**config.mk**
```make
export PLATFORM = sky130hd
export DESIGN_NAME = cmd_byte_fifo
export DESIGN_NICKNAME = d
export VERILOG_FILES = /design/src/cmd_byte_fifo.sv
export SDC_FILE = /design/constraint.sdc
export NUM_CORES = 1
export LEC_CHECK = 0
export BUFFER_PORTS_ARGS = -buffer_cell sky130_fd_sc_hd__buf_2
export CORE_ASPECT_RATIO = 0.7
export CORE_MARGIN = 3
export CORE_UTILIZATION = 50
export CTS_BUF_LIST = sky130_fd_sc_hd__clkbuf_16
export DETAILED_ROUTE_END_ITERATION = 10
export PLACE_DENSITY = 0.8
export REMOVE_ABC_BUFFERS = 1
export SETUP_SLACK_MARGIN = 0.5
export SLEW_MARGIN = 20
export SYNTH_ARGS = -nofsm -noshare
export SYNTH_HDL_FRONTEND = slang
export SYNTH_SLANG_ARGS = --single-unit
```
**constraint.sdc**
```tcl
create_clock -name clk -period 3.05 [get_ports clk]
set_input_delay 0 -clock clk [delete_from_list [all_inputs] [get_ports clk]]
set_output_delay 0 -clock clk [all_outputs]
set_load 0.05 [all_outputs]
```
**src/cmd_byte_fifo.sv**
```systemverilog
// Input byte buffer between the host and the command dispatcher
// Each popped byte returns one credit to the host on the following cycle
`timescale 1ns/1ns

module cmd_byte_fifo #(
    parameter int FIFO_DEPTH = 8
) (
    input  logic       clk,
    input  logic       reset,
    input  logic [7:0] rx_data,
    input  logic       rx_valid,
    input  logic       pop,
    output logic [7:0] byte_out,
    output logic       not_empty,
    output logic       credit_return
);
    localparam int PW = $clog2(FIFO_DEPTH);
    localparam int CW = $clog2(FIFO_DEPTH + 1);

    logic [7:0]    mem [FIFO_DEPTH];
    logic [PW-1:0] wr_ptr;
    logic [PW-1:0] rd_ptr;
    logic [CW-1:0] count;
    logic          push;
    logic          take;

    assign push = rx_valid && (count != CW'(FIFO_DEPTH));  // Full buffer drops the byte
    assign take = pop && not_empty;

    assign byte_out  = mem[rd_ptr];
    assign not_empty = (count != '0);

    always_ff @(posedge clk) begin
        if (push) begin
            mem[wr_ptr] <= rx_data;
        end
    end

    always_ff @(posedge clk) begin
        if (reset) begin
            wr_ptr        <= '0;
            rd_ptr        <= '0;
            count         <= '0;
            credit_return <= 1'b0;
        end else begin
            credit_return <= take;                         // One credit per consumed byte
            if (push) begin
                wr_ptr <= (wr_ptr == PW'(FIFO_DEPTH - 1)) ? '0 : wr_ptr + 1'b1;
            end
            if (take) begin
                rd_ptr <= (rd_ptr == PW'(FIFO_DEPTH - 1)) ? '0 : rd_ptr + 1'b1;
            end
            case ({push, take})
                2'b10:   count <= count + 1'b1;
                2'b01:   count <= count - 1'b1;
                default: count <= count;
            endcase
        end
    end

endmodule

```
# ---- Word-level counts from Yosys, hierarchy flattened
# Memory sizes are Yosys's and may differ from the RTL's. A register that Yosys moved wholly into a read port is not among the register bits.
# Cells that the tools add are included.
dict set report op_classes {
  n_addsub 4
  multipliers 0
  div 0
  n_lt_le_gt_ge 0
  n_eq_ne 5
  shifts 0
  mux 7
  n_bitwise 0
  n_reduce_logical 4
}
# cell count
set op_table {}
lappend op_table {{two-way mux 3 bit} 4}
lappend op_table {{one-hot mux 4 bit (2 select lines)} 1}
lappend op_table {{adder 3 x 1 -> 3 bit, second input constant} 2}
lappend op_table {{equality test 3 bit, second input constant} 2}
lappend op_table {{adder 4 x 1 -> 4 bit, second input constant} 1}
lappend op_table {{inequality test 4 bit, second input constant} 1}
lappend op_table {{nonzero test 4 bit} 1}
lappend op_table {{subtractor 4 x 1 -> 4 bit, second input constant} 1}
lappend op_table {{equality test 2 x 1 -> 1 bit, second input constant} 1}
lappend op_table {{equality test 2 bit, second input constant} 1}
lappend op_table {{logical AND 1 bit} 2}
lappend op_table {{two-way mux 1 bit} 2}
lappend op_table {{nonzero test 2 bit} 1}
dict set report word_totals {
  ff_bits 11
  latchBits 0
  mem_bits_rw 64
  mem_bits_ro 0
  memories 1
}
# name depth width rd rd_clocked_by_memory_dff write_ports line
set mem_list {}
lappend mem_list {mem 8 8 1 1 1 20} ;# logic [7:0] mem [FIFO_DEPTH];

# ---- Depth between registers and ports, before layout
# Gate-level depths: netlist (run 1).
dict set report depth {
  depth_word 4
  depth_mapped 11
}

# ---- Worst setup path before layout (run 1)
# No wires, ideal clock.
dict set report synth_timing {
  kind {register to register}
  startpoint {reg count[1]}
  endpoint {reg count[2]}
  t_arrival_ps 2519
  required_time_ps 2979
  setup_slack_ps 461
  stages_incl_launch_ff 12
  n_path_buf 1
  path_cell_list {dfxtp_1 buf_6 or4_4 nand2_1 inv_1 ha_1 xor2_1 ha_1 a21oi_1 xor2_1 or3_1 a21oi_1}
}
dict set report synth_between {
  elab_chain_cells 4
}
# element line
set synth_rtl {}
lappend synth_rtl {{from (decl)} 23} ;# logic [CW-1:0] count;
lappend synth_rtl {{from (signal assigned)} 54} ;# 2'b10: count <= count + 1'b1;
lappend synth_rtl {{from (signal assigned)} 55} ;# 2'b01: count <= count - 1'b1;
lappend synth_rtl {{from (signal assigned)} 56} ;# default: count <= count;
lappend synth_rtl {{nonzero test 4 bit *} 31} ;# assign not_empty = (count != '0);
lappend synth_rtl {{via not_empty} 14} ;# output logic not_empty,
lappend synth_rtl {{logical AND 1 bit *} 28} ;# assign take = pop && not_empty;
lappend synth_rtl {{via take} 25} ;# logic take;
lappend synth_rtl {{equality test 2 x 1 -> 1 bit or equality test 2 bit (tied branches)} 53} ;# case ({push, take})
lappend synth_rtl {{one-hot mux 4 bit (2 select lines) or nonzero test 2 bit (tied branches)} --}
# The timed path passes the listed nets; every way through them passes the cells marked *.
# A chain may end at the register's enable or synchronous reset.

# ---- Final worst setup path (run 1)
dict set report layout_timing {
  startpoint {reg count[1]}
  endpoint {reg count[3]}
}
dict set report layout_between {
  elab_chain_cells 4
}
# element line
set layout_rtl {}
lappend layout_rtl {{nonzero test 4 bit *} 31}
lappend layout_rtl {{logical AND 1 bit *} 28}
lappend layout_rtl {{via take} 25}
lappend layout_rtl {{equality test 2 x 1 -> 1 bit or equality test 2 bit (tied branches)} 53}
lappend layout_rtl {{one-hot mux 4 bit (2 select lines) or nonzero test 2 bit (tied branches)} --}
# Marked as above.

==> results of run 1 <==
cell families (layout without fill, tap and decap cells):
group,after synthesis,after routing
muxes,28,28
DFF,78,78
xor gates and xnor gates,3,3
buffers and inverters,10,63
AOI/OAI and AO/OA,11,11
and+or+nand+nor,34,34
adders and majority gates,7,7
worst min-delay path by stage:
stage | start | end | slack, ps | depth (start not counted)
2_1_floorplan | reset | count[2] | 70 | 1
3_3_place_gp | rx_data[4] | mem[3][4] | 260 | 1
3_5_place_dp | rx_data[4] | mem[6][4] | 270 | 1
4_1_cts | rx_valid | wr_ptr[2] | 90 | 4
5_1_grt | rx_valid | wr_ptr[0] | 110 | 4
6_report | rx_valid | wr_ptr[2] | 90 | 4
flip-flops by register name, indices dropped and copies added, names as in the netlist, named ones only:
register and cells:
count 4, credit_return 1, mem 64, rd_ptr 3
wr_ptr 3
cell usage in the layout, fill, tap and decap left out, drive strengths merged:
cell	instances
edfxtp	64
buf	34
mux4	16
dfxtp	14
nor2	10
dlygate4sd3	10
mux2	9
clkbuf	9
a21oi	8
ha	7
nand2	6
inv	6
nor3	4
xor2	3
nand2b	3
mux2i	3
clkinvlp	3
or3	3
nand3	2
o41ai	1
or4	1
or2	1
nor4	1
o21ai	1
nand3b	1
a211o	1
nor4bb	1
nor3b	1
bufinv	1
through the flow:
| stage | util | total power [mW] |
|---|---|---|
| after floorplan | - | 2.019 |
| after global placement | 0.5699 | 2.206 |
| after detailed placement | 0.5699 | 2.226 |
| after CTS | 0.6376 | 3.280 |
| after global routing | 0.6467 | 3.454 |
| final | 0.6467 | 3.305 |
tightest hold or removal path: cells and delay by family:
family / cells / cell delay, ps
simple gates: 1 / 80
mux: 1 / 90
buf+inv: 1 / 110
compound gates: 1 / 100
area by class of cell:
| cell class | instances | area, µm² |
|---|---|---|
| inverters | 3 | 11.26 |
| clock inverters | 7 | 73.82 |
| multi-input cells | 83 | 920.9 |
| fillers | 378 | 2095 |
| repair buffers | 44 | 302.8 |
| flip-flops and latches | 78 | 2206 |
| clock buffers | 9 | 225.2 |
| well taps | 75 | 93.84 |
layer usage:
layer  GRT usage  share of wire  up-vias
met3     0.05826          0.032        9
li1            -              -      775
met2      0.2529           0.47       26
met5           0              0        -
met4     0.06785          0.016        0
met1      0.2212           0.48      828
power breakdown:
group	internal [mW]	switching, mW	total [mW]
registers	1.25	0.0854	1.34
logic	0.385	0.544	0.929
clock network	0.635	0.404	1.04
timing repair:
| item | 4_1_cts | 5_1_grt |
|---|---|---|
| hold endpoints to repair | 75 | 0 |
| gates resized for setup | 1 | 7 |
| setup endpoints to repair | 2 | 2 |
| buffers inserted | 0 | 4 |
| pin swaps | 0 | 2 |
| hold buffers | 10 | 0 |
==> reports/metrics.cfg, run 1 <==
[setup_path]
critPathSlowestCell = or4_4
startpoint = count[1]
critPathMaxFanout = 7
path_cells = or4_4, nand2_4, inv_1, ha_2, nand3b_1, a211o_2, a21oi_1, mux2_2
crit_buf_inv = 1
crit_path_start_kind = register
reg2reg_to = count[3]
critPathMaxStageDelay_ps = 580
endpoint = count[3]
cp.required_ps = 3270
r2r_start = count[1]
reg2reg_depth = 8
end_kind = register
critical_path_class = reg -> reg
path_depth = 8
path_delay_family = simple AND/OR/NAND/NOR gates
r2r_slack_ps = 570
cp.arrival_ps = 2700

[synth]
synth_top_area_frac = 0.6047
async_reset_ff_frac = 0
synth_compound_area_frac = 0.02598
synth_cell_types = 30
syn_inst = 171
yosys-top-cells-area = edfxtp_1, dfxtp_1, mux4_2, mux4_1, mux2_2
synth_top_area_cell = edfxtp_1
synth.area.mux_share = 0.1630
synth_top_family_by_area = multiplexers
synth_area_um2 = 3178
synth_warnings = 0
synthAdderAreaFrac = 0.02756
synthXorXnorAreaFrac = 0.008268
yosys.area_share.simple = 0.05591
synth-edff-count = 64
synth-seq-cells = 78
synth.most_common_cell = edfxtp_1
syn_area_per_cell_um2 = 18.59
ys.flop_type = edfxtp_1
ys_seq_area_frac = 0.6929
synth_common_cells = edfxtp_1, dfxtp_1, nor2_1

[routing]
drtIter0Drc = 153
wl_um = 5481
num_vias = 1638
drtAntennaViolNets = 0
wl_per_cell_um = 18.33
via_per_inst = 5.478
first_pass_iters = 4
drc = 0

[sta]
fin_crit_sh = 0.8115
worst_slack_ps = 574.8
max_freq_mhz = 404.0
setup_tns_ps = 0
final-setup-viol-count = 0
clock_skew_ps = 5.537
hold_ws_ps = 85.36
max_slew_margin = 0.4450
rsz0062_at_grt = yes
fin_crit_ps = 2475
hold_violations = 0
slew_violations = 0
worst_pin_slew_ps = 831.4

[power]
power.density_nw_per_um2 = 862.1
irDropWorstVdd_uv = 490.5
p_leak_nw = 1.358

[clocking]
cts_root_buf = clkbuf_16
clock-sinks = 78
worst_skew_pair.late_latency_ps = 330
cts_buffers = 9
cts-htree-levels = 3
clk_path_buf_depth = 2
clk_pin_slew_ps = 60
cts_tree = done

[die]
rows = 23
core_region_area_um2 = 5928
fp.dieH_um = 72.70
die_area_um2 = 7364
die_w_um = 101.3
ios = 22
initial_core_util = 0.5361

[global_route]
grt_max_degree = 17
antenna_found_initial = 0
gr-total-overflow = 0
grt_usage = 0.1662
grt_pass1_wl_um = 8549
grt_pass1_vias = 1622

[finish]
finalNonFillerCells = 299
diodes = 0
finalNetCount = 238
design_area_um2 = 3834
syn2layout_area_growth_pct = 20.63
layout-drive-gt1-share = 0.3527

[outcome]
status = complete, no violations

[flow_run]
max-cap-violations = 0

[placement]
globalplace.congestion = 0.7062
dp_slack_ps = 493.3
placedCellCount = 269
port_buffers = 21
placed_area_um2 = 3378
dp_hpwl_um = 3486

[worst_hold_path]
hold_class = in -> reg

Power figures use the tool's default switching activity.
==> inputs of run 2 (changes only) <==
--- a/config.mk
+++ b/config.mk
@@ -11,7 +11,7 @@
 export CORE_UTILIZATION = 50
 export CTS_BUF_LIST = sky130_fd_sc_hd__clkbuf_16
 export DETAILED_ROUTE_END_ITERATION = 10
-export PLACE_DENSITY = 0.8
+export PLACE_DENSITY = 0.83
 export REMOVE_ABC_BUFFERS = 1
 export SETUP_SLACK_MARGIN = 0.5
 export SLEW_MARGIN = 20
==> constraint.sdc (replaced) <==
create_clock -name clk -period 2.2 [get_ports clk]
set_input_delay 0 -clock clk [delete_from_list [all_inputs] [get_ports clk]]
set_output_delay 0 -clock clk [all_outputs]
set_load 0.05 [all_outputs]
==> reports/metrics.cfg, run 2 (synthesis results as in run 1) <==
[routing]
via_per_inst = 5.622  ; +2.6%
wl_um = 7389  ; +35%
wl_per_cell_um = 22.32  ; +22%
drtAntennaViolNets = 0  ; unchanged
num_vias = 1861  ; +14%
drtIter0Drc = 120  ; -22%
first_pass_iters = 4  ; unchanged
drc = 0  ; unchanged

[finish]
final_common_cell = edfxtp_1
design_area_um2 = 4439  ; +16%
final-seq-area_um2 = 2210  ; +0.17%
reg_top3 = mem (64), count (4)
diodes = 0  ; unchanged
num-fill-cells = 317  ; -16%
syn2layout_area_growth_pct = 39.69
layout-drive-gt1-share = 0.5352  ; +0.1825
largest-register = mem
multi_input_area_um2 = 1079  ; +17%
finalNetCount = 270  ; +13%
largest_register_ffs = 64  ; unchanged
finalNonFillerCells = 331  ; +11%
layout_common_cells = edfxtp_1, buf_4, mux4_2

[sta]
worst_slack_ps = -72.85  ; -647.6 ps
slew_violations = 0  ; unchanged
worst_pin_slew_ps = 606.9  ; -224.5 ps
rsz0062_at_grt = yes
final-setup-viol-count = 2  ; +2
max_slew_margin = 0.5949  ; +0.1499
clock_skew_ps = 5.217  ; -0.3194 ps
hold_violations = 0  ; unchanged
fin_crit_sh = 1.033  ; +0.2216
fin_crit_ps = 2273  ; -202.4 ps
max_freq_mhz = 440.0  ; +8.9%

[setup_path]
crit_path_start_kind = register
path_cells = or4_4, nand2_4, inv_4, ha_4, xor2_2, ha_4, a21oi_4, xor2_1, or3_1, a21oi_1
critPathMaxFanout = 5  ; -2
reg2reg_to = count[2]
r2r_start = count[3]
end_kind = register
critPathMaxStageDelay_ps = 550  ; -30 ps
cp.arrival_ps = 2530  ; -170 ps
cp_common_cell = ha_4
crit_buf_inv = 1  ; unchanged
reg2reg_depth = 10  ; +2
cp.required_ps = 2460  ; -810 ps
critPathSlowestCell = or4_4
r2r_slack_ps = -70  ; -650 ps
path_delay_family = simple AND/OR/NAND/NOR gates
critical_path_class = reg -> reg

[clocking]
cts-htree-levels = 3  ; unchanged
cts_buffers = 9  ; unchanged
clk_path_buf_depth = 2  ; unchanged
clk_pin_slew_ps = 50  ; about the same
clock-sinks = 78  ; unchanged
cts_tree = done
cts_root_buf = clkbuf_16
worst_skew_pair.late_latency_ps = 330  ; about the same

[worst_hold_path]
hold_class = in -> reg
hold_path_end = count[3]
hold_depth = 3  ; -1
worstHoldStart = reset

[placement]
globalplace.congestion = 0.7204  ; +2.0%
placed_area_um2 = 3477  ; +2.9%
port_buffers = 21  ; unchanged
placedCellCount = 283  ; +5.2%
dp_hpwl_um = 3653  ; +4.8%

[die]
rows = 23  ; unchanged
fp.dieH_um = 72.70  ; unchanged
ios = 22  ; unchanged
die_w_um = 101.3  ; unchanged
core_region_area_um2 = 5928  ; unchanged
initial_core_util = 0.5361  ; unchanged
die_area_um2 = 7364  ; unchanged

[global_route]
grt_pass1_vias = 1847  ; +14%
gr-total-overflow = 0  ; unchanged
grt_pass1_wl_um = 10290  ; +20%
antenna_found_initial = 0  ; unchanged
grt_usage = 0.1987  ; +0.03246
grt_max_degree = 17  ; unchanged

[power]
p_leak_nw = 1.592  ; +17%
power.density_nw_per_um2 = 1216  ; +41%
irDropWorstVdd_uv = 658.9  ; +34%

[outcome]
status = finished, violations left
violations = setup timing

[flow_run]
max-cap-violations = 0  ; unchanged

[run 2: worst max path at each step]
stage          startpoint        to  slack (ps)  depth (start not counted)
2_1_floorplan    count[1]  count[2]        -360                         10
3_3_place_gp     count[1]  count[2]         -70                         10
3_5_place_dp     count[1]  count[2]        -150                         10
4_1_cts          count[1]  count[3]         -40                          8
5_1_grt          count[3]  count[2]        -130                         10
6_report         count[3]  count[2]         -70                         10
[run 2: where the power goes]
| group | total, mW | internal [mW] | leakage (nW) | switching [mW] |
|---|---|---|---|---|
| Combinational | 2.15 | 1.10 | 0.755 | 1.05 |
| Sequential | 1.83 | 1.74 | 0.697 | 0.0912 |
| Clock | 1.42 | 0.869 | 0.140 | 0.553 |
[run 2: final cells by class]
| cell class | count | area share |
|---|---|---|
| Sequential cell | 78 | 0.4977 |
| Multi-Input combinational cell | 83 | 0.2430 |
| Timing Repair Buffer | 76 | 0.1688 |
| Clock buffer | 9 | 0.05073 |
| Tap cell | 75 | 0.02114 |
| Clock inverter | 7 | 0.01494 |
| Inverter | 3 | 0.003664 |
[run 2: metrics by stage]
step	power [mW]	setup slack [ps]	TNS, ps	hold WS [ps]	util
3_3_place_gp	3.160	-71.45	-133.7	270.9	0.5865
4_1_cts	5.083	-38.35	-66.94	40.46	0.6986
6_report	5.398	-72.85	-101.9	59.68	0.7488
5_1_grt	5.618	-130.1	-241.7	90.83	0.7488
2_1_floorplan	2.800	-358.6	-726.1	69.07	-
3_5_place_dp	3.191	-150.0	-253.7	284.4	0.5865
[run 2: per-layer routing]
layer / track usage / routed length [µm] / share of wire / vias up
met1: 0.2490 / 2992 / 0.40 / 929
met2: 0.3159 / 3658 / 0.50 / 78
met3: 0.07927 / 509 / 0.069 / 18
met5: 0 / 0 / 0 / -
met4: 0.07227 / 229 / 0.031 / 0
li1: - / - / - / 836
[run 2: what timing repair did]
| item | CTS | global route |
|---|---|---|
| setup buffers | 6 | 13 |
| cloned | 1 | 0 |
| pin swaps | 1 | 21 |
| hold endpoints to repair | 72 | 0 |
| hold buffers | 12 | 0 |
| gates resized for setup | 64 | 43 |
| setup endpoints to repair | 64 | 76 |
[run 2: worst min-delay path, stage by stage]
cell    delay [ps]
buf_2          130
nor2_1          90
mux2_4         140
