File: src/fb_pkg.sv
// Shared framebuffer address types and command opcodes for the display controller
// Modules import this package inside their bodies and use scoped names in their headers
package fb_pkg;

    ////////////////////////////////////////////////////////////////////////////
    // Address fields
    ////////////////////////////////////////////////////////////////////////////

    typedef logic [7:0] row_addr_t;      // Up to 256 rows
    typedef logic [8:0] col_addr_t;      // Up to 512 columns, sent as two bytes
    typedef logic [1:0] color_index_t;   // Byte index within one pixel

    // One byte of the framebuffer is named by row, column and pixel byte
    typedef struct packed {
        row_addr_t    row;
        col_addr_t    col;
        color_index_t pixel;
    } fb_addr_t;                         // 19 bits in all

    ////////////////////////////////////////////////////////////////////////////
    // Command opcodes
    ////////////////////////////////////////////////////////////////////////////

    // First byte of every command in the host stream
    typedef enum logic [7:0] {
        OP_NOP         = 8'h00,
        OP_WRITE_PIXEL = 8'h01,          // Row, column low, column high, pixel bytes
        OP_FILL_ROW    = 8'h02           // Row, colour bytes
    } opcode_t;

endpackage
File: src/fb_write_if.sv
// Framebuffer write request bus from the command handlers to the RAM
// A write happens on every edge with wr_en high; done marks a command's final write
`timescale 1ns/1ns

interface fb_write_if;
    import fb_pkg::*;

    fb_addr_t   addr;                    // Row, column and pixel byte
    logic [7:0] wdata;
    logic       wr_en;                   // One write per cycle while high
    logic       done;                    // High with the last write of a command

    // Handlers and the dispatcher output side drive the bus
    modport source (
        output addr, wdata, wr_en, done
    );

    // The RAM and the dispatcher handler side receive it
    modport sink (
        input addr, wdata, wr_en, done
    );

endinterface

File: src/cmd_dispatch.sv
// Opcode decoder that routes payload bytes to the write-pixel and fill-row handlers
// The active handler's write requests are forwarded unregistered onto fb
`timescale 1ns/1ns

module cmd_dispatch #(
    parameter int BYTES_PER_PIXEL = 3,
    parameter int NUM_COLS        = 20
) (
    input  logic       clk,
    input  logic       reset,
    input  logic [7:0] byte_in,
    input  logic       not_empty,
    output logic       pop,
    fb_write_if.source fb
);
    import fb_pkg::*;

    typedef enum logic [1:0] {
        IDLE,
        WRITE_PIXEL,
        FILL_ROW
    } state_t;

    state_t  state;
    opcode_t opcode;
    logic    wp_ready;
    logic    fr_ready;
    logic    wp_valid;
    logic    fr_valid;
    logic    sel_ready;
    logic    sel_done;

    fb_write_if wp_fb ();
    fb_write_if fr_fb ();

    cmd_write_pixel #(
        .BYTES_PER_PIXEL (BYTES_PER_PIXEL)
    ) u_write_pixel (
        .clk          (clk),
        .reset        (reset),
        .payload_byte (byte_in),
        .byte_valid   (wp_valid),
        .ready        (wp_ready),
        .fb           (wp_fb.source)
    );

    cmd_fill_row #(
        .BYTES_PER_PIXEL (BYTES_PER_PIXEL),
        .NUM_COLS        (NUM_COLS)
    ) u_fill_row (
        .clk          (clk),
        .reset        (reset),
        .payload_byte (byte_in),
        .byte_valid   (fr_valid),
        .ready        (fr_ready),
        .fb           (fr_fb.source)
    );

    assign opcode = opcode_t'(byte_in);

    // The cycle carrying done holds off the next byte, which belongs to a new command
    assign pop      = not_empty && ((state == IDLE) || (sel_ready && !sel_done));
    assign wp_valid = pop && (state == WRITE_PIXEL);
    assign fr_valid = pop && (state == FILL_ROW);

    ////////////////////////////////////////////////////////////////////////////
    // Write bus multiplexer
    ////////////////////////////////////////////////////////////////////////////

    always_comb begin
        fb.addr   = '0;
        fb.wdata  = 8'h00;
        fb.wr_en  = 1'b0;
        fb.done   = 1'b0;
        sel_ready = 1'b1;
        sel_done  = 1'b0;
        case (state)
            WRITE_PIXEL: begin
                fb.addr   = wp_fb.addr;
                fb.wdata  = wp_fb.wdata;
                fb.wr_en  = wp_fb.wr_en;
                fb.done   = wp_fb.done;
                sel_ready = wp_ready;
                sel_done  = wp_fb.done;
            end
            FILL_ROW: begin
                fb.addr   = fr_fb.addr;
                fb.wdata  = fr_fb.wdata;
                fb.wr_en  = fr_fb.wr_en;
                fb.done   = fr_fb.done;
                sel_ready = fr_ready;
                sel_done  = fr_fb.done;
            end
            default: ;
        endcase
    end

    ////////////////////////////////////////////////////////////////////////////
    // Command state
    ////////////////////////////////////////////////////////////////////////////

    always_ff @(posedge clk) begin
        if (reset) begin
            state <= IDLE;
        end else begin
            case (state)
                IDLE: begin
                    if (pop) begin
                        case (opcode)
                            OP_WRITE_PIXEL: state <= WRITE_PIXEL;
                            OP_FILL_ROW:    state <= FILL_ROW;
                            default:        state <= IDLE;   // NOP and unknown bytes vanish
                        endcase
                    end
                end
                WRITE_PIXEL, FILL_ROW: begin
                    if (sel_done) begin
                        state <= IDLE;
                    end
                end
                default: state <= IDLE;
            endcase
        end
    end

endmodule

File: src/cmd_fill_row.sv
// Fill-row command handler that paints one colour across every column of a row
// It stalls the byte stream while the row is being written
`timescale 1ns/1ns

module cmd_fill_row #(
    parameter int BYTES_PER_PIXEL = 3,
    parameter int NUM_COLS        = 20
) (
    input  logic       clk,
    input  logic       reset,
    input  logic [7:0] payload_byte,
    input  logic       byte_valid,
    output logic       ready,
    fb_write_if.source fb
);
    import fb_pkg::*;

    typedef enum logic [1:0] {
        ROW,
        COLOR,
        FILL
    } state_t;

    state_t       state;
    row_addr_t    cur_row;
    logic [7:0]   color [BYTES_PER_PIXEL];
    color_index_t color_idx;                 // Next colour byte to store
    col_addr_t    cur_col;
    color_index_t pix_idx;

    assign ready = (state != FILL);

    always_ff @(posedge clk) begin
        if (state == FILL) begin
            fb.addr  <= '{row: cur_row, col: cur_col, pixel: pix_idx};
            fb.wdata <= color[pix_idx];
        end
    end

    always_ff @(posedge clk) begin
        if (reset) begin
            state    <= ROW;
            fb.wr_en <= 1'b0;
            fb.done  <= 1'b0;
        end else begin
            fb.wr_en <= 1'b0;
            fb.done  <= 1'b0;
            case (state)
                ROW: begin
                    if (byte_valid) begin
                        cur_row   <= row_addr_t'(payload_byte);
                        color_idx <= color_index_t'(BYTES_PER_PIXEL - 1);
                        state     <= COLOR;
                    end
                end
                COLOR: begin
                    if (byte_valid) begin
                        color[color_idx] <= payload_byte;  // Same byte order as write-pixel
                        if (color_idx == '0) begin
                            cur_col <= '0;
                            pix_idx <= color_index_t'(BYTES_PER_PIXEL - 1);
                            state   <= FILL;
                        end else begin
                            color_idx <= color_idx - 1'b1;
                        end
                    end
                end
                FILL: begin
                    fb.wr_en <= 1'b1;
                    if (pix_idx != '0) begin
                        pix_idx <= pix_idx - 1'b1;
                    end else if (cur_col == col_addr_t'(NUM_COLS - 1)) begin
                        fb.done <= 1'b1;                   // Last byte of the last column
                        state   <= ROW;
                    end else begin
                        cur_col <= cur_col + 1'b1;
                        pix_idx <= color_index_t'(BYTES_PER_PIXEL - 1);
                    end
                end
                default: state <= ROW;
            endcase
        end
    end

endmodule

File: src/cmd_write_pixel.sv
// Write-pixel command handler that takes a row, a little-endian column and the pixel bytes
// Every pixel byte becomes one framebuffer write, highest byte index first
`timescale 1ns/1ns

module cmd_write_pixel #(
    parameter int BYTES_PER_PIXEL = 3
) (
    input  logic       clk,
    input  logic       reset,
    input  logic [7:0] payload_byte,
    input  logic       byte_valid,
    output logic       ready,
    fb_write_if.source fb
);
    import fb_pkg::*;

    typedef enum logic [1:0] {
        ROW,
        COLUMN,
        PIXEL_BYTES
    } state_t;

    state_t       state;
    row_addr_t    cur_row;
    col_addr_t    cur_col;
    logic         col_byte;                // Set once the low column byte is in
    color_index_t pix_idx;

    assign ready = 1'b1;                   // Every byte is taken as it arrives

    // Address and data of the write
    always_ff @(posedge clk) begin
        if (byte_valid && (state == PIXEL_BYTES)) begin
            fb.addr  <= '{row: cur_row, col: cur_col, pixel: pix_idx};
            fb.wdata <= payload_byte;
        end
    end

    always_ff @(posedge clk) begin
        if (reset) begin
            state    <= ROW;
            col_byte <= 1'b0;
            fb.wr_en <= 1'b0;
            fb.done  <= 1'b0;
        end else begin
            fb.wr_en <= 1'b0;
            fb.done  <= 1'b0;
            if (byte_valid) begin
                case (state)
                    ROW: begin
                        cur_row  <= row_addr_t'(payload_byte);
                        col_byte <= 1'b0;
                        state    <= COLUMN;
                    end
                    COLUMN: begin
                        if (!col_byte) begin
                            cur_col[7:0] <= payload_byte;  // Low byte comes first
                            col_byte     <= 1'b1;
                        end else begin
                            cur_col[8] <= payload_byte[0];
                            pix_idx    <= color_index_t'(BYTES_PER_PIXEL - 1);
                            state      <= PIXEL_BYTES;
                        end
                    end
                    PIXEL_BYTES: begin
                        fb.wr_en <= 1'b1;
                        if (pix_idx == '0) begin
                            fb.done <= 1'b1;               // Final byte of the pixel
                            state   <= ROW;
                        end else begin
                            pix_idx <= pix_idx - 1'b1;
                        end
                    end
                    default: state <= ROW;
                endcase
            end
        end
    end

endmodule

File: src/flat_wrapper.sv
// flat-port wrapper written by rule: the top's interface ports become plain ports
module cmd_dispatch_flat import fb_pkg::*;
#(
    parameter int BYTES_PER_PIXEL = 3,
    parameter int NUM_COLS        = 20
)
  (clk, reset, byte_in, not_empty, pop, fb_addr, fb_wdata, fb_wr_en, fb_done);
  fb_write_if fb_i ();
  input  logic clk;
  input  logic reset;
  input  logic [7:0] byte_in;
  input  logic not_empty;
  output logic pop;
  output wire logic [$bits(fb_i.addr)-1:0] fb_addr;
  output wire logic [$bits(fb_i.wdata)-1:0] fb_wdata;
  output wire logic [$bits(fb_i.wr_en)-1:0] fb_wr_en;
  output wire logic [$bits(fb_i.done)-1:0] fb_done;
  assign fb_addr = fb_i.addr;
  assign fb_wdata = fb_i.wdata;
  assign fb_wr_en = fb_i.wr_en;
  assign fb_done = fb_i.done;
  cmd_dispatch #(.BYTES_PER_PIXEL(BYTES_PER_PIXEL), .NUM_COLS(NUM_COLS)) u_core (.clk(clk), .reset(reset), .byte_in(byte_in), .not_empty(not_empty), .pop(pop), .fb(fb_i));
endmodule
File: config.mk
export PLATFORM = sky130hd
export DESIGN_NAME = cmd_dispatch_flat
export DESIGN_NICKNAME = d
export VERILOG_FILES = /design/src/fb_pkg.sv /design/src/fb_write_if.sv /design/src/cmd_dispatch.sv /design/src/cmd_fill_row.sv /design/src/cmd_write_pixel.sv /design/src/flat_wrapper.sv
export SDC_FILE = /design/constraint.sdc
export NUM_CORES = 1
export LEC_CHECK = 0
export BUFFER_PORTS_ARGS = -buffer_cell sky130_fd_sc_hd__buf_2
export CORE_ASPECT_RATIO = 1.1
export CORE_UTILIZATION = 53
export CTS_CLUSTER_DIAMETER = 30
export DETAILED_ROUTE_END_ITERATION = 10
export PLACE_DENSITY = 0.74
export SYNTH_ARGS = -nofsm -noshare
export SYNTH_HDL_FRONTEND = slang
export SYNTH_SLANG_ARGS = --single-unit
File: constraint.sdc
create_clock -name clk -period 3.3 [get_ports clk]
set_input_delay 0.165 -clock clk [delete_from_list [all_inputs] [get_ports clk]]
set_output_delay 0.165 -clock clk [all_outputs]
set_load 0.03 [all_outputs]
Word level (Yosys, flattened, before mapping)
Memory sizes are Yosys's and may differ from the RTL's. A register that Yosys moved wholly into a read port is not among the register bits.
Cells that the tools add are included.
Word-level totals
  logic and storage cells: 130
  bits in registers: 97
  memories kept: 1
  input bits: 11
  memory bits (writable): 24
  output and inout bits: 30
Cells by class
  multiplexer cells: 41
  bitwise gates (word level): 5
  add/subtract/negate cells: 4
  reductions and logical operators: 33
  equality and inequality tests: 23
Memories
  u_core.u_fill_row.color: words 3, bits a word 8, read ports 1, clocked after Yosys merged registers in 1, write ports 1, RTL line cmd_fill_row.sv:26  | logic [7:0] color [BYTES_PER_PIXEL];
Operator list (number)
  case mux 19 bit (2 select lines): 1
  2-to-1 mux 9 bit: 4
  2-to-1 mux 2 bit: 15
  case mux 2 bit (2 select lines): 5
  AND reduction 5 bit: 4
  case mux 9 bit (2 select lines): 1
  case mux 8 bit (2 select lines): 1
  inequality test 2 bit (second input constant): 7
  inequality test 2 x 1 -> 1 bit (second input constant): 6
  case mux 2 bit (3 select lines): 2
  zero test 2 bit: 5
  nonzero test 2 bit: 5
  adder 9 x 1 -> 9 bit (second input constant): 1
  == test 9 x 5 -> 1 bit (second input constant): 1
  2-to-1 mux 1 bit: 9
  AND reduction 3 bit: 3
  == test 8 x 1 -> 1 bit (second input constant): 1
  == test 8 x 2 -> 1 bit (second input constant): 1
  AND reduction 4 bit: 2
  == test 2 x 1 -> 1 bit (second input constant): 3
  == test 2 bit (second input constant): 3
  case mux 1 bit (2 select lines): 3
  AND reduction 6 bit: 1
  OR reduction 3 bit: 2
  other kinds (8): 20

Logic depth before layout (Yosys ltp)
  depth after elaboration: 11
  gate-level depth with buffers: 9
  mapped depth without buffers: 7

By module
From an unflattened synthesis, not the netlist that was laid out.
Unflattened totals
  cells, all modules: 348
  area, all modules: 5154.9 um2
Modules (own cells, without submodules)
  cmd_fill_row: cells each 176, instances 1, sequential area each 2242.2 um2, area each 2899.0 um2
  cmd_write_pixel: cells each 80, instances 1, sequential area each 1481.4 um2, area each 1652.8 um2
  cmd_dispatch: cells each 92, instances 1, sequential area each 40.0 um2, area each 603.1 um2

Least setup slack after synthesis
OpenSTA, ideal clock, no wires.
  path type: register to register
  start: reg u_core.u_fill_row.state[0]
  end: reg u_core.u_write_pixel.cur_col[0] (enable)
  stages on the path, launching flop included: 8
  data arrival time: 2.890 ns
  setup slack: 0.012 ns
  setup time: 0.398 ns
  path buffers: 1
  clock period less this slack: 3.288 ns
  path through: dfxtp_1 > inv_1 > ha_1 > nand3b_1 > o2111ai_1 > or2_2 > clkbuf_1 > nor4b_1
Between the ends
  word-level cells in the longest chain between the ends: 7
RTL lines
  start, declared: RTL line cmd_fill_row.sv:24  | state_t state;
  start signal, assigned: RTL line cmd_fill_row.sv:42  | state <= ROW;
  start signal, assigned: RTL line cmd_fill_row.sv:53  | state <= COLOR;
  start signal, assigned: RTL line cmd_fill_row.sv:62  | state <= FILL;
  inequality test 2 bit: RTL line cmd_fill_row.sv:31  | assign ready = (state != FILL);
  2-to-1 mux 1 bit: RTL line cmd_dispatch.sv:77  | case (state)
  logical AND 1 bit: RTL line cmd_dispatch.sv:62  | assign pop = not_empty && ((state == IDLE) || (sel_ready && !sel_done));
  logical OR 1 bit: RTL line cmd_dispatch.sv:62
  logical AND 1 bit: RTL line cmd_dispatch.sv:62
  logical AND 1 bit: RTL line cmd_dispatch.sv:63  | assign wp_valid = pop && (state == WRITE_PIXEL);
  AND reduction 4 bit (no source line)
  end signal, assigned: RTL line cmd_write_pixel.sv:57  | cur_col[7:0] <= payload_byte;
  end, declared: RTL line cmd_write_pixel.sv:25  | col_addr_t cur_col;
No other way between the ends.
A chain may end at the register's enable or synchronous reset.

Worst setup path after layout
  start: reg u_core.state[0]
  end: reg u_core.u_write_pixel.cur_col[7] (enable)
Between the ends
  word-level cells in the longest chain between the ends: 8
RTL lines
  start, declared: RTL line cmd_dispatch.sv:24  | state_t state;
  start signal, assigned: RTL line cmd_dispatch.sv:104  | state <= IDLE;
  start signal, assigned: RTL line cmd_dispatch.sv:110  | OP_WRITE_PIXEL: state <= WRITE_PIXEL;
  start signal, assigned: RTL line cmd_dispatch.sv:111  | OP_FILL_ROW: state <= FILL_ROW;
  == test 2 bit or == test 2 x 1 -> 1 bit (tied branches): RTL line cmd_dispatch.sv:77, cmd_dispatch.sv:63
  case mux 1 bit (2 select lines): RTL line cmd_dispatch.sv:77
  zero test 1 bit: RTL line cmd_dispatch.sv:62
  logical AND 1 bit: RTL line cmd_dispatch.sv:62
  logical OR 1 bit: RTL line cmd_dispatch.sv:62
  logical AND 1 bit: RTL line cmd_dispatch.sv:62
  logical AND 1 bit *: RTL line cmd_dispatch.sv:63
  AND reduction 4 bit (no source line) *
Every way passes the cells marked *; elsewhere a longest branch is shown, timed or not.

==> impl_metrics.json <==
{
  "status": "completed",
  "r2r_start": "u_core.state[0]$_SDFFE_PP0P_",
  "rsz0062_at_grt": "no",
  "clkTransAtPathRegs_ns": 0.06,
  "final_hold_viol_count": 0,
  "critPathKind": "flip-flop to flip-flop",
  "mostFrequentLayoutCells": "118 x edfxtp_1, 40 x buf_2, 34 x nor2b_1",
  "skew_ns": 0.006601,
  "nets": 432,
  "total_leakage_power_uw": 0.002202,
  "clock_sinks": 129,
  "dpl_cell_area_mm2": 0.005569,
  "critPathLaunchType": "flip-flop",
  "clk_latency_ns": 0.52,
  "cts_buffer_depth": 2,
  "ioPinCount": 41,
  "design.core.area_mm2": 0.009444,
  "slew_violations": 0,
  "syn_inst": 351,
  "cts_setup_buffers": 0,
  "endpoint_kind": "flip-flop",
  "cp.required_ns": 3.52,
  "ir_worst_vdd_mv": 0.3374,
  "die_area_mm2": 0.01024,
  "gp_congestion": 0.8381,
  "r2r_slack_ns": 0.66,
  "drc": 0,
  "ys.flop_type": "edfxtp_1",
  "syn_area_per_cell_um2": 14.86,
  "finalSetupViolCount": 0,
  "hold_path_class": "primary input to flip-flop",
  "holdPathEnd": "u_core.u_fill_row.color[1][3]$_DFFE_PP_",
  "post_synth_num_cell_types": 39,
  "worst_r2r_path_depth": 8,
  "dp.final_hpwl_mm": 6.058,
  "worstPathMaxFanout": 28,
  "insertedDiodeCount": 0,
  "floorplan.initialDensity": 0.5522,
  "syn_nets": 376,
  "wl_per_cell_um": 17.95,
  "arrival_ns": 2.86,
  "min_from": "byte_in[3]",
  "synthArstFlopShare": 0,
  "power_density_mw_per_mm2": 601.3,
  "grt_max_degree": 44,
  "grt_pass1_wl_mm": 15.00,
  "antenna_found_initial": 0,
  "design_area_mm2": 0.006233,
  "postRouteAntennaNets": 0,
  "gr-usage-all-layers": 0.2063,
  "syn_area_mm2": 0.005215,
  "final_common_cell": "edfxtp_1",
  "row_count": 37,
  "multi_input_area_mm2": 0.001341,
  "synth-warning-count": 0,
  "ys_ff_latch": 129,
  "min_path_cells": 1,
  "drtIter0Drc": 180,
  "fp.dieH_um": 106.0,
  "drive_gt1_frac": 0.1929,
  "worstMarginPinSlew_ns": 0.6034,
  "max_freq_mhz": 378.7,
  "seq_area_frac_synth": 0.7217,
  "cts_tree": "built",
  "r2r_end": "u_core.u_write_pixel.cur_col[7]$_DFFE_PP_",
  "cts_made_buffers": 17,
  "portBuffers": 40,
  "synth-edff-count": 118,
  "grt-ovfl-total": 0,
  "post-route-period-util": 0.8002,
  "fill_cells": 686,
  "critPathLaunch": "u_core.state[0]$_SDFFE_PP0P_",
  "firstDrtPassIters": 5,
  "cts_max_level": 4,
  "seq_area_mm2": 0.003764,
  "setup_tns_ns": 0,
  "fin_crit_ns": 2.641,
  "timing.slew.headroom": 0.5973,
  "vias_per_cell": 5.579,
  "syn2layout_area_growth_pct": 19.53,
  "die_w_um": 96.58,
  "drt_wl_total_mm": 9.640,
  "vias": 2996,
  "root_buffer": "clkbuf_8",
  "maxCapViolations": 0,
  "grt_pass1_vias": 2942
}
[critical path: stages (launching register included)]
cell	delay, ns
dfxtp_1	0.37
inv_1	0.10
ha_1	0.21
buf_4	0.23
nand3b_1	0.15
o2111ai_1	0.27
or2_2	0.43
nor4b_1	0.35
buf_4	0.23
[layout make-up]
cell class              instances  share of cell area
clock buffers                  18             0.06704
clock inverters                14             0.02991
inverters                      14            0.008430
multi-input cells             192              0.2152
flip-flops and latches        129              0.6038
well taps                     117             0.02348
repair buffers                 53             0.05219
[worst max path at each step]
| stage | to | slack (ns) |
|---|---|---|
| after detailed placement | u_core.u_write_pixel.cur_col[5]$_DFFE_PP_ | 0.78 |
| after floorplan | u_core.u_write_pixel.cur_col[0]$_DFFE_PP_ | 0.01 |
| after global routing | u_core.u_write_pixel.cur_col[0]$_DFFE_PP_ | 0.51 |
| final | u_core.u_write_pixel.cur_col[7]$_DFFE_PP_ | 0.66 |
| after global placement | u_core.u_write_pixel.cur_col[4]$_DFFE_PP_ | 0.88 |
| after CTS | u_core.u_write_pixel.cur_col[7]$_DFFE_PP_ | 0.69 |
[layer usage]
metal / wire length [um] / global-route usage
met1: 4173 / 0.2612
met2: 4791 / 0.3260
met3: 462 / 0.06080
met4: 213 / 0.09349
met5: 0 / 0
[per-stage QoR]
step                      worst slack (ns)  power (uW)  cells    util  hold slack [ns]
final                               0.6594        3748    537  0.6600         0.008319
after floorplan                    0.01175        1850    351       -           0.2639
after global placement              0.8849        1878    499  0.5897           0.4029
after detailed placement            0.7831        1879    499  0.5897           0.4052
after CTS                           0.6912        3769    537  0.6600         0.002874
after global routing                0.5103        3833    537  0.6600         0.006200
[where the power goes]
part           leakage [uW]  switching [uW]  internal [uW]
Sequential          0.00113            6.94           1780
Combinational      0.000783            41.0           27.9
Clock              0.000289             673           1220
[cells by family (layout without fill, tap and decap cells)]
family / after synthesis / in the layout / share of synthesized area
xor+xnor: 6 / 6 / 0.01008
flops: 129 / 129 / 0.7217
mux: 10 / 10 / 0.01919
buf+inv: 30 / 99 / 0.02159
simple gates: 107 / 107 / 0.1209
fa+ha+maj: 14 / 14 / 0.03359
compound gates: 55 / 55 / 0.07294
[synth_stat cells, types with 5 or more instances]
| library cell | instances | area [um^2] |
|---|---|---|
| clkbuf_1 | 15 | 56.30 |
| nand2b_1 | 8 | 50.05 |
| nor2_1 | 12 | 45.04 |
| a21oi_1 | 8 | 40.04 |
| inv_1 | 14 | 52.55 |
| nand3_1 | 7 | 35.03 |
| mux2i_1 | 10 | 100.1 |
| and3_1 | 8 | 50.05 |
| nand2_1 | 13 | 48.80 |
| nor2b_1 | 34 | 212.7 |
| edfxtp_1 | 118 | 3543 |
| dfxtp_1 | 11 | 220.2 |
| xnor2_1 | 5 | 43.79 |
| o21ai_0 | 10 | 50.05 |
| and2_1 | 9 | 56.30 |
| a22oi_1 | 29 | 217.7 |
| ha_1 | 14 | 175.2 |
[state kept, by name (all words and copies together) (netlist names), 8 cells and up]
register and flops:
u_core.u_fill_row.color 24, u_core.u_fill_row.cur_col 9, u_core.u_fill_row.cur_row 8, u_core.u_fill_row.fb.addr 19
u_core.u_fill_row.fb.wdata 8, u_core.u_write_pixel.cur_col 9, u_core.u_write_pixel.cur_row 8, u_core.u_write_pixel.fb.addr 19
u_core.u_write_pixel.fb.wdata 8
[repair_timing]
item                      in CTS  in global routing
hold buffers                   6                  0
gates resized for setup        0                  0
hold endpoints to repair      41                  0
No activity file was read; power rests on OpenSTA's default activity.
